==> src/mem_bus_pkg.sv <==
`default_nettype none

////////////////////////////////////////
// Off-chip and requester bus widths
////////////////////////////////////////
package mem_bus_pkg;

  // Data word, one 16-bit machine word
  localparam int WORD_W = 16;

  // Word address, not byte address
  localparam int ADDR_W = 16;

  // One data word on any bus
  typedef logic [WORD_W-1:0] word_t;

  // One word address on any bus
  typedef logic [ADDR_W-1:0] addr_t;

endpackage

`default_nettype wire

==> src/cache_pkg.sv <==
`default_nettype none

////////////////////////////////////////
// Cache geometry
////////////////////////////////////////
package cache_pkg;

  localparam int LINE_WORDS_DEF = 4;   // Words per line
  localparam int NUM_SETS_DEF   = 32;  // Direct mapped, one line per set

  // Bits needed to count up to value, value a power of two
  function automatic int log2(input int value);
    int width;
    width = 0;
    while ((1 << width) < value) begin
      width++;
    end
    return width;
  endfunction

  // Tag is what is left of the word address after index and offset
  function automatic int tag_w(input int line_words, input int num_sets);
    int used;
    used = log2(line_words) + log2(num_sets);  // Offset plus index
    return mem_bus_pkg::ADDR_W - used;
  endfunction

endpackage

`default_nettype wire

==> src/mem_port_if.sv <==
`timescale 1ns/100ps
`default_nettype none

////////////////////////////////////////
// Cache to arbiter request port
////////////////////////////////////////
interface mem_port_if;

  // Client side requests
  logic               req;    // Client wants the off-chip bus
  logic               wr;     // Request is a one-cycle write
  mem_bus_pkg::addr_t addr;   // Word address of the access
  mem_bus_pkg::word_t wdata;  // Store data, write-through

  // Arbiter side answers
  logic               grant;  // Bus is ours this cycle
  logic               valid;  // Read word is on rdata
  mem_bus_pkg::word_t rdata;  // Read word, only for the granted client

  // A cache drives the request
  modport client (
    output req, wr, addr, wdata,
    input  grant, valid, rdata
  );

  // The arbiter drives the answer
  modport server (
    input  req, wr, addr, wdata,
    output grant, valid, rdata
  );

endinterface

`default_nettype wire

==> src/cache_array.sv <==
`timescale 1ns/100ps
`default_nettype none

module cache_array #(
  parameter int LINE_WORDS = cache_pkg::LINE_WORDS_DEF,
  parameter int NUM_SETS   = cache_pkg::NUM_SETS_DEF
) (
  input  logic                                 clk,
  input  logic                                 arst_n,
  input  mem_bus_pkg::addr_t                   addr,         // Lookup and fill address
  input  logic                                 fill_we,      // Refill word arrives
  input  mem_bus_pkg::word_t                   fill_word,
  input  logic [cache_pkg::log2(LINE_WORDS)-1:0] fill_offset,  // Word slot within the line
  input  logic                                 fill_done,    // Last word, line is complete
  input  logic                                 store_we,     // Write hit update
  input  mem_bus_pkg::word_t                   store_data,
  output logic                                 hit,
  output mem_bus_pkg::word_t                   rdata
);

  localparam int OFF_W = cache_pkg::log2(LINE_WORDS);
  localparam int IDX_W = cache_pkg::log2(NUM_SETS);
  localparam int TAG_W = cache_pkg::tag_w(LINE_WORDS, NUM_SETS);

  logic [TAG_W-1:0]   tag_mem  [NUM_SETS];               // One tag per set
  mem_bus_pkg::word_t data_mem [NUM_SETS][LINE_WORDS];   // Line storage
  logic [NUM_SETS-1:0] valid_q;                          // Line present

  logic [TAG_W-1:0] addr_tag;
  logic [IDX_W-1:0] addr_idx;
  logic [OFF_W-1:0] addr_off;

  ////////////////////////////////////////
  // Address split and lookup
  ////////////////////////////////////////
  assign addr_off = addr[OFF_W-1:0];
  assign addr_idx = addr[OFF_W +: IDX_W];
  assign addr_tag = addr[mem_bus_pkg::ADDR_W-1 -: TAG_W];

  assign hit   = valid_q[addr_idx] && (tag_mem[addr_idx] == addr_tag);  // Same cycle as addr
  assign rdata = data_mem[addr_idx][addr_off];

  ////////////////////////////////////////
  // Valid bits, only control state here
  ////////////////////////////////////////
  always_ff @(posedge clk or negedge arst_n) begin
    if (!arst_n) begin
      valid_q <= '0;
    end else if (fill_done) begin
      valid_q[addr_idx] <= 1'b1;                 // Whole line now in
    end else if (fill_we) begin
      valid_q[addr_idx] <= 1'b0;                 // Old line partly overwritten
    end
  end

  // Tag lands with the last word
  always_ff @(posedge clk) begin
    if (fill_done) begin
      tag_mem[addr_idx] <= addr_tag;
    end
  end

  // Data words, from refill or from a store
  always_ff @(posedge clk) begin
    if (fill_we) begin
      data_mem[addr_idx][fill_offset] <= fill_word;
    end else if (store_we) begin
      data_mem[addr_idx][addr_off] <= store_data;
    end
  end

  // Refill and store come from different controller states
  a_fill_store_excl: assert property (@(posedge clk) disable iff (!arst_n)
    !(fill_we && store_we));

endmodule

`default_nettype wire

==> src/icache.sv <==
`timescale 1ns/100ps
`default_nettype none

module icache #(
  parameter int LINE_WORDS = cache_pkg::LINE_WORDS_DEF,
  parameter int NUM_SETS   = cache_pkg::NUM_SETS_DEF
) (
  input  logic               clk,
  input  logic               arst_n,
  input  mem_bus_pkg::addr_t addr,   // Fetch address, held until hit
  output mem_bus_pkg::word_t data,   // Instruction word
  output logic               hit,    // Low stalls the fetch
  mem_port_if.client         port
);

  localparam int OFF_W = cache_pkg::log2(LINE_WORDS);

  localparam logic ST_IDLE = 1'b0;  // Lookup only
  localparam logic ST_FILL = 1'b1;  // Line refill in progress

  logic             state;
  logic [OFF_W-1:0] fill_cnt;   // Next word of the line to read
  logic             arr_hit;
  logic             fill_we;
  logic             fill_done;

  ////////////////////////////////////////
  // Storage
  ////////////////////////////////////////
  cache_array #(
    .LINE_WORDS (LINE_WORDS),
    .NUM_SETS   (NUM_SETS)
  ) array_i (
    .clk         (clk),
    .arst_n      (arst_n),
    .addr        (addr),
    .fill_we     (fill_we),
    .fill_word   (port.rdata),
    .fill_offset (fill_cnt),
    .fill_done   (fill_done),
    .store_we    (1'b0),        // Read only cache
    .store_data  ('0),
    .hit         (arr_hit),
    .rdata       (data)
  );

  assign fill_we   = (state == ST_FILL) && port.valid;  // valid only when granted
  assign fill_done = fill_we && (&fill_cnt);           // Last slot of the line
  assign hit       = (state == ST_IDLE) && arr_hit;

  // Read requests walk the line from offset 0
  assign port.req   = (state == ST_FILL);
  assign port.wr    = 1'b0;
  assign port.addr  = {addr[mem_bus_pkg::ADDR_W-1:OFF_W], fill_cnt};
  assign port.wdata = '0;

  ////////////////////////////////////////
  // Miss FSM
  ////////////////////////////////////////
  always_ff @(posedge clk or negedge arst_n) begin
    if (!arst_n) begin
      state    <= ST_IDLE;
      fill_cnt <= '0;
    end else begin
      case (state)
        ST_IDLE: if (!arr_hit) begin
          state    <= ST_FILL;   // Start refill next cycle
          fill_cnt <= '0;
        end
        ST_FILL: if (port.valid) begin
          fill_cnt <= fill_cnt + 1'b1;
          if (fill_done) state <= ST_IDLE;  // req drops, hit next cycle
        end
        default: state <= ST_IDLE;
      endcase
    end
  end

endmodule

`default_nettype wire

==> src/dcache.sv <==
`timescale 1ns/100ps
`default_nettype none

module dcache #(
  parameter int LINE_WORDS = cache_pkg::LINE_WORDS_DEF,
  parameter int NUM_SETS   = cache_pkg::NUM_SETS_DEF
) (
  input  logic               clk,
  input  logic               arst_n,
  input  logic               en,      // Load or store present
  input  logic               wr,      // Store
  input  mem_bus_pkg::addr_t addr,
  input  mem_bus_pkg::word_t wdata,
  output mem_bus_pkg::word_t rdata,
  output logic               hit,     // Access done this cycle
  mem_port_if.client         port
);

  localparam int OFF_W = cache_pkg::log2(LINE_WORDS);

  localparam logic ST_IDLE = 1'b0;
  localparam logic ST_FILL = 1'b1;

  logic             state;
  logic [OFF_W-1:0] fill_cnt;
  logic             arr_hit;
  logic             fill_we;
  logic             fill_done;
  logic             wr_req;     // Store with line present, wants the bus
  logic             store_we;

  ////////////////////////////////////////
  // Storage
  ////////////////////////////////////////
  cache_array #(
    .LINE_WORDS (LINE_WORDS),
    .NUM_SETS   (NUM_SETS)
  ) array_i (
    .clk         (clk),
    .arst_n      (arst_n),
    .addr        (addr),
    .fill_we     (fill_we),
    .fill_word   (port.rdata),
    .fill_offset (fill_cnt),
    .fill_done   (fill_done),
    .store_we    (store_we),
    .store_data  (wdata),
    .hit         (arr_hit),
    .rdata       (rdata)
  );

  // Refill side
  assign fill_we   = (state == ST_FILL) && port.valid;
  assign fill_done = fill_we && (&fill_cnt);

  // Write-through, the array is updated with the off-chip write
  assign wr_req   = (state == ST_IDLE) && en && wr && arr_hit;
  assign store_we = wr_req && port.grant;

  // Loads hit on lookup, stores once the write goes out
  assign hit = (state == ST_IDLE) && en && arr_hit && (!wr || port.grant);

  ////////////////////////////////////////
  // Request port
  ////////////////////////////////////////
  assign port.req   = (state == ST_FILL) || wr_req;
  assign port.wr    = wr_req;                       // Never during a fill
  assign port.addr  = (state == ST_FILL) ?
                      {addr[mem_bus_pkg::ADDR_W-1:OFF_W], fill_cnt} : addr;
  assign port.wdata = wdata;

  ////////////////////////////////////////
  // Miss FSM, write-allocate
  ////////////////////////////////////////
  always_ff @(posedge clk or negedge arst_n) begin
    if (!arst_n) begin
      state    <= ST_IDLE;
      fill_cnt <= '0;
    end else begin
      case (state)
        ST_IDLE: if (en && !arr_hit) begin
          state    <= ST_FILL;   // Load or store miss
          fill_cnt <= '0;
        end
        ST_FILL: if (port.valid) begin
          fill_cnt <= fill_cnt + 1'b1;
          if (fill_done) state <= ST_IDLE;  // A pending store retries as a hit
        end
        default: state <= ST_IDLE;
      endcase
    end
  end

  // Off-chip writes only ever carry a requester store
  a_wr_from_store: assert property (@(posedge clk) disable iff (!arst_n)
    (port.req && port.wr) |-> (en && wr));

endmodule

`default_nettype wire

==> src/mem_arbiter.sv <==
`timescale 1ns/100ps
`default_nettype none

module mem_arbiter (
  input  logic               clk,
  input  logic               arst_n,
  input  logic               mem_data_valid,  // Read word present
  input  mem_bus_pkg::word_t mem_data_in,
  mem_port_if.server         i_port,          // Instruction cache, high priority
  mem_port_if.server         d_port,          // Data cache
  output logic               mem_en,
  output mem_bus_pkg::addr_t mem_addr,
  output logic               mem_wr,
  output mem_bus_pkg::word_t mem_data_out
);

  localparam logic [1:0] OWN_NONE = 2'd0;
  localparam logic [1:0] OWN_I    = 2'd1;
  localparam logic [1:0] OWN_D    = 2'd2;

  logic [1:0] owner_q;     // Client in the middle of a line fill
  logic [1:0] owner_nxt;
  logic       i_holds;     // Locked owner still reading
  logic       d_holds;
  logic       grant_i;
  logic       grant_d;

  ////////////////////////////////////////
  // Grant, fixed priority plus fill lock
  ////////////////////////////////////////
  assign i_holds = (owner_q == OWN_I) && i_port.req && !i_port.wr;
  assign d_holds = (owner_q == OWN_D) && d_port.req && !d_port.wr;

  assign grant_i = i_holds || (!d_holds && i_port.req);
  assign grant_d = d_holds || (!i_holds && !i_port.req && d_port.req);

  // Reads lock, writes are single cycle and release at once
  assign owner_nxt = (grant_i && !i_port.wr) ? OWN_I :
                     (grant_d && !d_port.wr) ? OWN_D : OWN_NONE;

  always_ff @(posedge clk or negedge arst_n) begin
    if (!arst_n) owner_q <= OWN_NONE;
    else         owner_q <= owner_nxt;
  end

  assign i_port.grant = grant_i;
  assign d_port.grant = grant_d;

  // Off-chip bus follows the granted client
  assign mem_en       = grant_i || grant_d;
  assign mem_wr       = grant_i ? i_port.wr : (grant_d && d_port.wr);
  assign mem_addr     = grant_i ? i_port.addr : d_port.addr;
  assign mem_data_out = grant_i ? i_port.wdata : d_port.wdata;

  // Read return, steered to the owner only
  assign i_port.valid = grant_i && mem_data_valid;
  assign i_port.rdata = grant_i ? mem_data_in : '0;
  assign d_port.valid = grant_d && mem_data_valid;
  assign d_port.rdata = grant_d ? mem_data_in : '0;

  a_one_grant: assert property (@(posedge clk) disable iff (!arst_n)
    !(i_port.grant && d_port.grant));

  a_wr_needs_en: assert property (@(posedge clk) disable iff (!arst_n)
    mem_wr |-> mem_en);

endmodule

`default_nettype wire

==> src/mem_front.sv <==
`timescale 1ns/100ps
`default_nettype none

module mem_front #(
  parameter int LINE_WORDS = cache_pkg::LINE_WORDS_DEF,
  parameter int NUM_SETS   = cache_pkg::NUM_SETS_DEF
) (
  input  logic               clk,
  input  logic               arst_n,
  // Fetch side
  input  mem_bus_pkg::addr_t if_addr,
  output mem_bus_pkg::word_t if_data,
  output logic               if_hit,         // Low stalls fetch
  // Load and store side
  input  logic               d_en,
  input  logic               d_wr,
  input  mem_bus_pkg::addr_t d_addr,
  input  mem_bus_pkg::word_t d_wdata,
  output mem_bus_pkg::word_t d_rdata,
  output logic               d_hit,          // Low stalls the memory stage
  // Off-chip memory
  input  logic               mem_data_valid,
  input  mem_bus_pkg::word_t mem_data_in,
  output logic               mem_en,
  output mem_bus_pkg::addr_t mem_addr,
  output logic               mem_wr,
  output mem_bus_pkg::word_t mem_data_out
);

  mem_port_if i_port ();   // icache to arbiter
  mem_port_if d_port ();   // dcache to arbiter

  icache #(.LINE_WORDS(LINE_WORDS), .NUM_SETS(NUM_SETS)) icache_i (
    .clk    (clk),
    .arst_n (arst_n),
    .addr   (if_addr),
    .data   (if_data),
    .hit    (if_hit),
    .port   (i_port.client)
  );

  dcache #(.LINE_WORDS(LINE_WORDS), .NUM_SETS(NUM_SETS)) dcache_i (
    .clk    (clk),
    .arst_n (arst_n),
    .en     (d_en),
    .wr     (d_wr),
    .addr   (d_addr),
    .wdata  (d_wdata),
    .rdata  (d_rdata),
    .hit    (d_hit),
    .port   (d_port.client)
  );

  mem_arbiter arbiter_i (
    .clk            (clk),
    .arst_n         (arst_n),
    .mem_data_valid (mem_data_valid),
    .mem_data_in    (mem_data_in),
    .i_port         (i_port.server),
    .d_port         (d_port.server),
    .mem_en         (mem_en),
    .mem_addr       (mem_addr),
    .mem_wr         (mem_wr),
    .mem_data_out   (mem_data_out)
  );

endmodule

`default_nettype wire

==> config.mk <==
export PLATFORM = sky130hd
export DESIGN_NAME = mem_front
export DESIGN_NICKNAME = d
export VERILOG_FILES = /design/src/mem_bus_pkg.sv /design/src/cache_pkg.sv /design/src/mem_port_if.sv /design/src/cache_array.sv /design/src/icache.sv /design/src/dcache.sv /design/src/mem_arbiter.sv /design/src/mem_front.sv
export SDC_FILE = /design/constraint.sdc
export NUM_CORES = 2
export LEC_CHECK = 0
export ABC_AREA = 0
export BUFFER_PORTS_ARGS = -buffer_cell sky130_fd_sc_hd__buf_4
export CAP_MARGIN = 30
export CORE_ASPECT_RATIO = 0.8
export CORE_MARGIN = 2
export CORE_UTILIZATION = 50
export DETAILED_ROUTE_END_ITERATION = 8
export GPL_TIMING_DRIVEN = 0
export PLACE_DENSITY_LB_ADDON = 0.2
export SLEW_MARGIN = 20
export SYNTH_ARGS = -nofsm -noshare
export SYNTH_HDL_FRONTEND = slang
export SYNTH_MEMORY_MAX_BITS = 65536
export SYNTH_SLANG_ARGS = --single-unit
export TNS_END_PERCENT = 1
==> constraint.sdc <==
create_clock -name clk -period 8.73 [get_ports clk]
set_input_delay 0.873 -clock clk [delete_from_list [all_inputs] [get_ports clk]]
set_output_delay 0.873 -clock clk [all_outputs]
set_load 0.05 [all_outputs]
==> results.md <==
- H-tree levels: 5
- Final hold violations: 0
- Nets@finish: 9418
- Clk slew on worst S/H paths: 0.07 ns
- IO Port Bufs: 130
- Switching share of power: 24.5%
- Final ANT Viol Nets: 0
- Worst hold path class: in -> reg
- Sequential Power Share: 51.8%
- Critical Path End Type: primary output
- Final Cycle Share: 94.5%
- Num CTS Buffers: 448
- Sink Count: 4744
- Area of the die: 0.370 mm2
- Syn Area/Cell: 22.0 um2
- Final Max Slew Viols: 0
- Worst Path Max Fanout: 10
- Status: finished, final reports clean
- Die height: 545 um
- WP data arrival: 7.38 ns
- WP data required: 7.86 ns
- Detail Placement HPWL: 435 mm
- Seq/Total Area, Yosys: 77.8%
- Cells after DPL: 13700
- Vias in the first global route: 96300
- Fillers: 25100
- Syn_nets: 8368
- MaxCap Viol Count: 0
- Global Route Usage Sum: 33.3%
- CP dominant cell by count: buf_2
- Initial antenna violation count: 40
- Total iterations of the first detailed-routing run: 8
- Area after DPL: 0.202 mm2
- Grt ovf: 0
- DRC Markers: 0
- Clock Path Buffers: 4
- Top Family by Delay on Critical Path: buffers and inverters
- CTS tree: built
- Setup crit start kind: primary input
- Fmax: 121 MHz
- Setup CP Type: in -> out
- Row cnt: 198
- Number of vias per cell: 7.02
- Post-synth ARST share: 1.52%
- Finished Layout Cells: 14600
- Total leakage power: 0.0685 uW
- Int Power: 37900 uW
- First-pass GRT wire length: 830 mm
- DRT iter0 DRCs: 20400
- Worst skew pair latency: 1.06 ns
- Routed WL per cell: 42.8 um
- Mapped Area: 0.183 mm2
- Via count: 102000
- Master of the slowest instance on the critical path: o21ai_1
- Die X: 680 um
- Worst Path Buf+Inv: 9
- Total Routed Length: 623 mm
- VDD IR max: 0.000205 V
- Largest net degree at the start of global routing: 81
- Clock root cell: clkbuf_16
- Post-synthesis cell type count: 59
- Share of layout cells above drive strength 1: 31.7%
- Initial Util: 50.2%
- Crit path cell chain: clkbuf_1 > buf_2 > buf_2 > buf_2 > buf_2 > buf_2 > buf_2 > buf_1 > mux4_2 > a22oi_1 > nand4_1 > o21ai_1 > o21ai_0 > buf_4
- Slew @ Worst Pin: 1.19 ns
- Final instance area: 0.217 mm2
- Clk pwr share: 38.3%
- Core ar.: 0.364 mm2
- Switch Pwr: 12300 uW
- Worst path max stage delay: 1.00 ns
- EDFF count, synth: 4672
- Setup violations, final: 0
- Most used DFF post-synth: edfxtp_1
- Min cycle time layout: 8.25 ns
- Post_cts resized: 0
- Rel. slew slack: 20.4%
- Ports: 137
- RSZ-0062 raised after global routing: no
- Yosys warns: 0
- Logic pwr share: 9.9%
- Synth Register Bits: 4744
- Power per Cell Area: 232 mW/mm2
- Final GP Congestion: 1.00
- Area Overhead vs Synth: 18.5%
- Fin Clk Skew: 0.110 ns
- Cells after Synth: 8291
==> cell usage in the layout, fill, tap and decap left out, types with 34 or more instances in the layout <==
master,instances
a21oi_1,45
o22ai_1,81
buf_8,91
a22o_1,37
buf_16,200
mux2_2,41
buf_12,47
clkbuf_2,122
a22oi_1,251
o211ai_1,34
nor2_2,80
nand4_1,77
mux4_2,1159
dfrtp_1,72
edfxtp_1,4672
nand2_1,169
buf_4,151
nor2_1,104
clkbuf_1,280
clkbuf_16,456
buf_6,104
a221oi_1,56
o21ai_0,127
mux2i_1,214
clkinv_1,122
mux2i_4,64
clkinv_2,90
buf_1,47
a21oi_4,128
buf_2,160
nor2_4,72
==> power groups by stage <==
stage	registers, uW	logic, uW	clock network [uW]
floorplan	26600	2100	0
global placement	26700	3980	0
detailed placement	26500	4730	0
CTS	26000	4740	19200
global route	26000	5010	20100
finish	26000	4960	19200
==> per-layer routing <==
metal	GRT usage (%)	part of all wire, %	vias to the layer above
li1	-	-	37500
met1	48.1	37	53900
met5	0.0258	0.015	-
met4	14.0	5.0	16
met2	44.1	40	9061
met3	14.9	18	1576
==> logic make-up (layout without fill, tap and decap cells) <==
group,Yosys count,count (layout),synth area share [%]
AOI/OAI and AO/OA,852,852,3.17
xor gates and xnor gates,14,14,0.0671
adders and majority gates,8,8,0.0548
buffers and inverters,546,1981,1.20
DFF,4744,4744,77.8
muxes,1478,1478,16.1
other,0,28,0
and+or+nand+nor,649,649,1.68
==> synth_stat cells, drive strengths merged (5+ instances only) <==
cell	count	share of area, %
mux2i	278	1.5
inv	33	0.068
nand2b	13	0.045
nor4	21	0.080
a22oi	251	1.0
o31ai	15	0.062
clkbuf	309	0.63
o21ai	132	0.36
a221oi	56	0.27
nand3	17	0.047
a41oi	16	0.11
dfrtp	72	0.99
o211ai	34	0.14
ha	8	0.055
nor2	256	0.53
nor2b	7	0.024
nand2	169	0.35
and2	7	0.024
o221ai	10	0.048
nor3	7	0.019
mux2	41	0.25
nand4bb	6	0.037
mux4	1159	14
a22o	37	0.18
and3	41	0.14
buf	204	0.49
a2111oi	5	0.024
a21oi	173	0.47
o2111ai	12	0.058
a221o	13	0.071
a211oi	8	0.033
edfxtp	4672	77
xor2	12	0.058
nand4	77	0.26
o22ai	81	0.28
==> final timing paths <==
check                                                startpoint                              end  slack [ns]  depth (start not counted)
max in group asynchronous                                arst_n       asynchronous set/reset pin        7.67                          3
min in group asynchronous                                arst_n       asynchronous set/reset pin        0.44                          2
worst max-delay path                                  d_addr[3]                       d_rdata[3]        0.48                         14
worst max register to register  dcache_i.array_i.tag_mem[11][0]  dcache_i.array_i.data_mem[5][5]        3.25                         11
worst min register to register                        flip-flop                        flip-flop        0.51                          2
worst min-delay path                                 d_addr[10]  dcache_i.array_i.tag_mem[11][3]        0.26                          1
==> per-stage QoR <==
| step | total power (uW) | TNS [ns] | setup WS, ns | util, % | hold slack, ns |
|---|---|---|---|---|---|
| 6_report | 50200 | 0 | 0.480 | 59.5 | 0.264 |
| 4_1_cts | 50000 | 0 | 0.828 | 59.4 | 0.0196 |
| 5_1_grt | 51200 | 0 | 0.576 | 59.5 | 0.272 |
| 3_3_place_gp | 30700 | -793.16 | -1.84 | 52.2 | 0.483 |
| 2_1_floorplan | 28700 | 0 | 3.00 | - | 0.469 |
| 3_5_place_dp | 31200 | 0 | 0.842 | 55.5 | 0.494 |
==> worst register-to-register path, cell delays in order (launching register included) <==
cell and delay [ns]:
edfxtp_1 0.37, mux2i_1 0.21, o22ai_1 0.12, nor4_1 0.79
a21oi_1 0.22, or4_1 0.61, nor4_4 0.74, nand4_1 0.41
buf_2 0.43, buf_2 0.40, a21oi_4 0.60, buf_8 0.24
==> state kept, by name, summed over array words and instances (netlist names), named ones only <==
| register | count |
|---|---|
| dcache_i.array_i.data_mem | 2048 |
| icache_i.array_i.data_mem | 2048 |
| dcache_i.array_i.tag_mem | 288 |
| icache_i.array_i.tag_mem | 288 |
| arbiter_i.owner_q | 2 |
| dcache_i.fill_cnt | 2 |
| icache_i.fill_cnt | 2 |
| dcache_i.state | 1 |
| icache_i.port.req | 1 |
==> repair_timing <==
action,in CTS,in global routing
setup buffers,0,0
hold buffers,0,1
hold endpoints to repair,0,18
setup endpoints to repair,0,0
==> cell type report <==
cell class,count,area (um2),area share (%)
multi-input cells,3001,41600,19.2
inverters,33,124,0.0572
clock buffers,549,11800,5.44
clock inverters,286,2440,1.13
well taps,4800,6010,2.77
diodes,28,70.1,0.0324
flip-flops and latches,4744,142000,65.6
plain buffers,513,2290,1.06
repair buffers,600,10100,4.68
No activity file was read; power rests on OpenSTA's default activity.
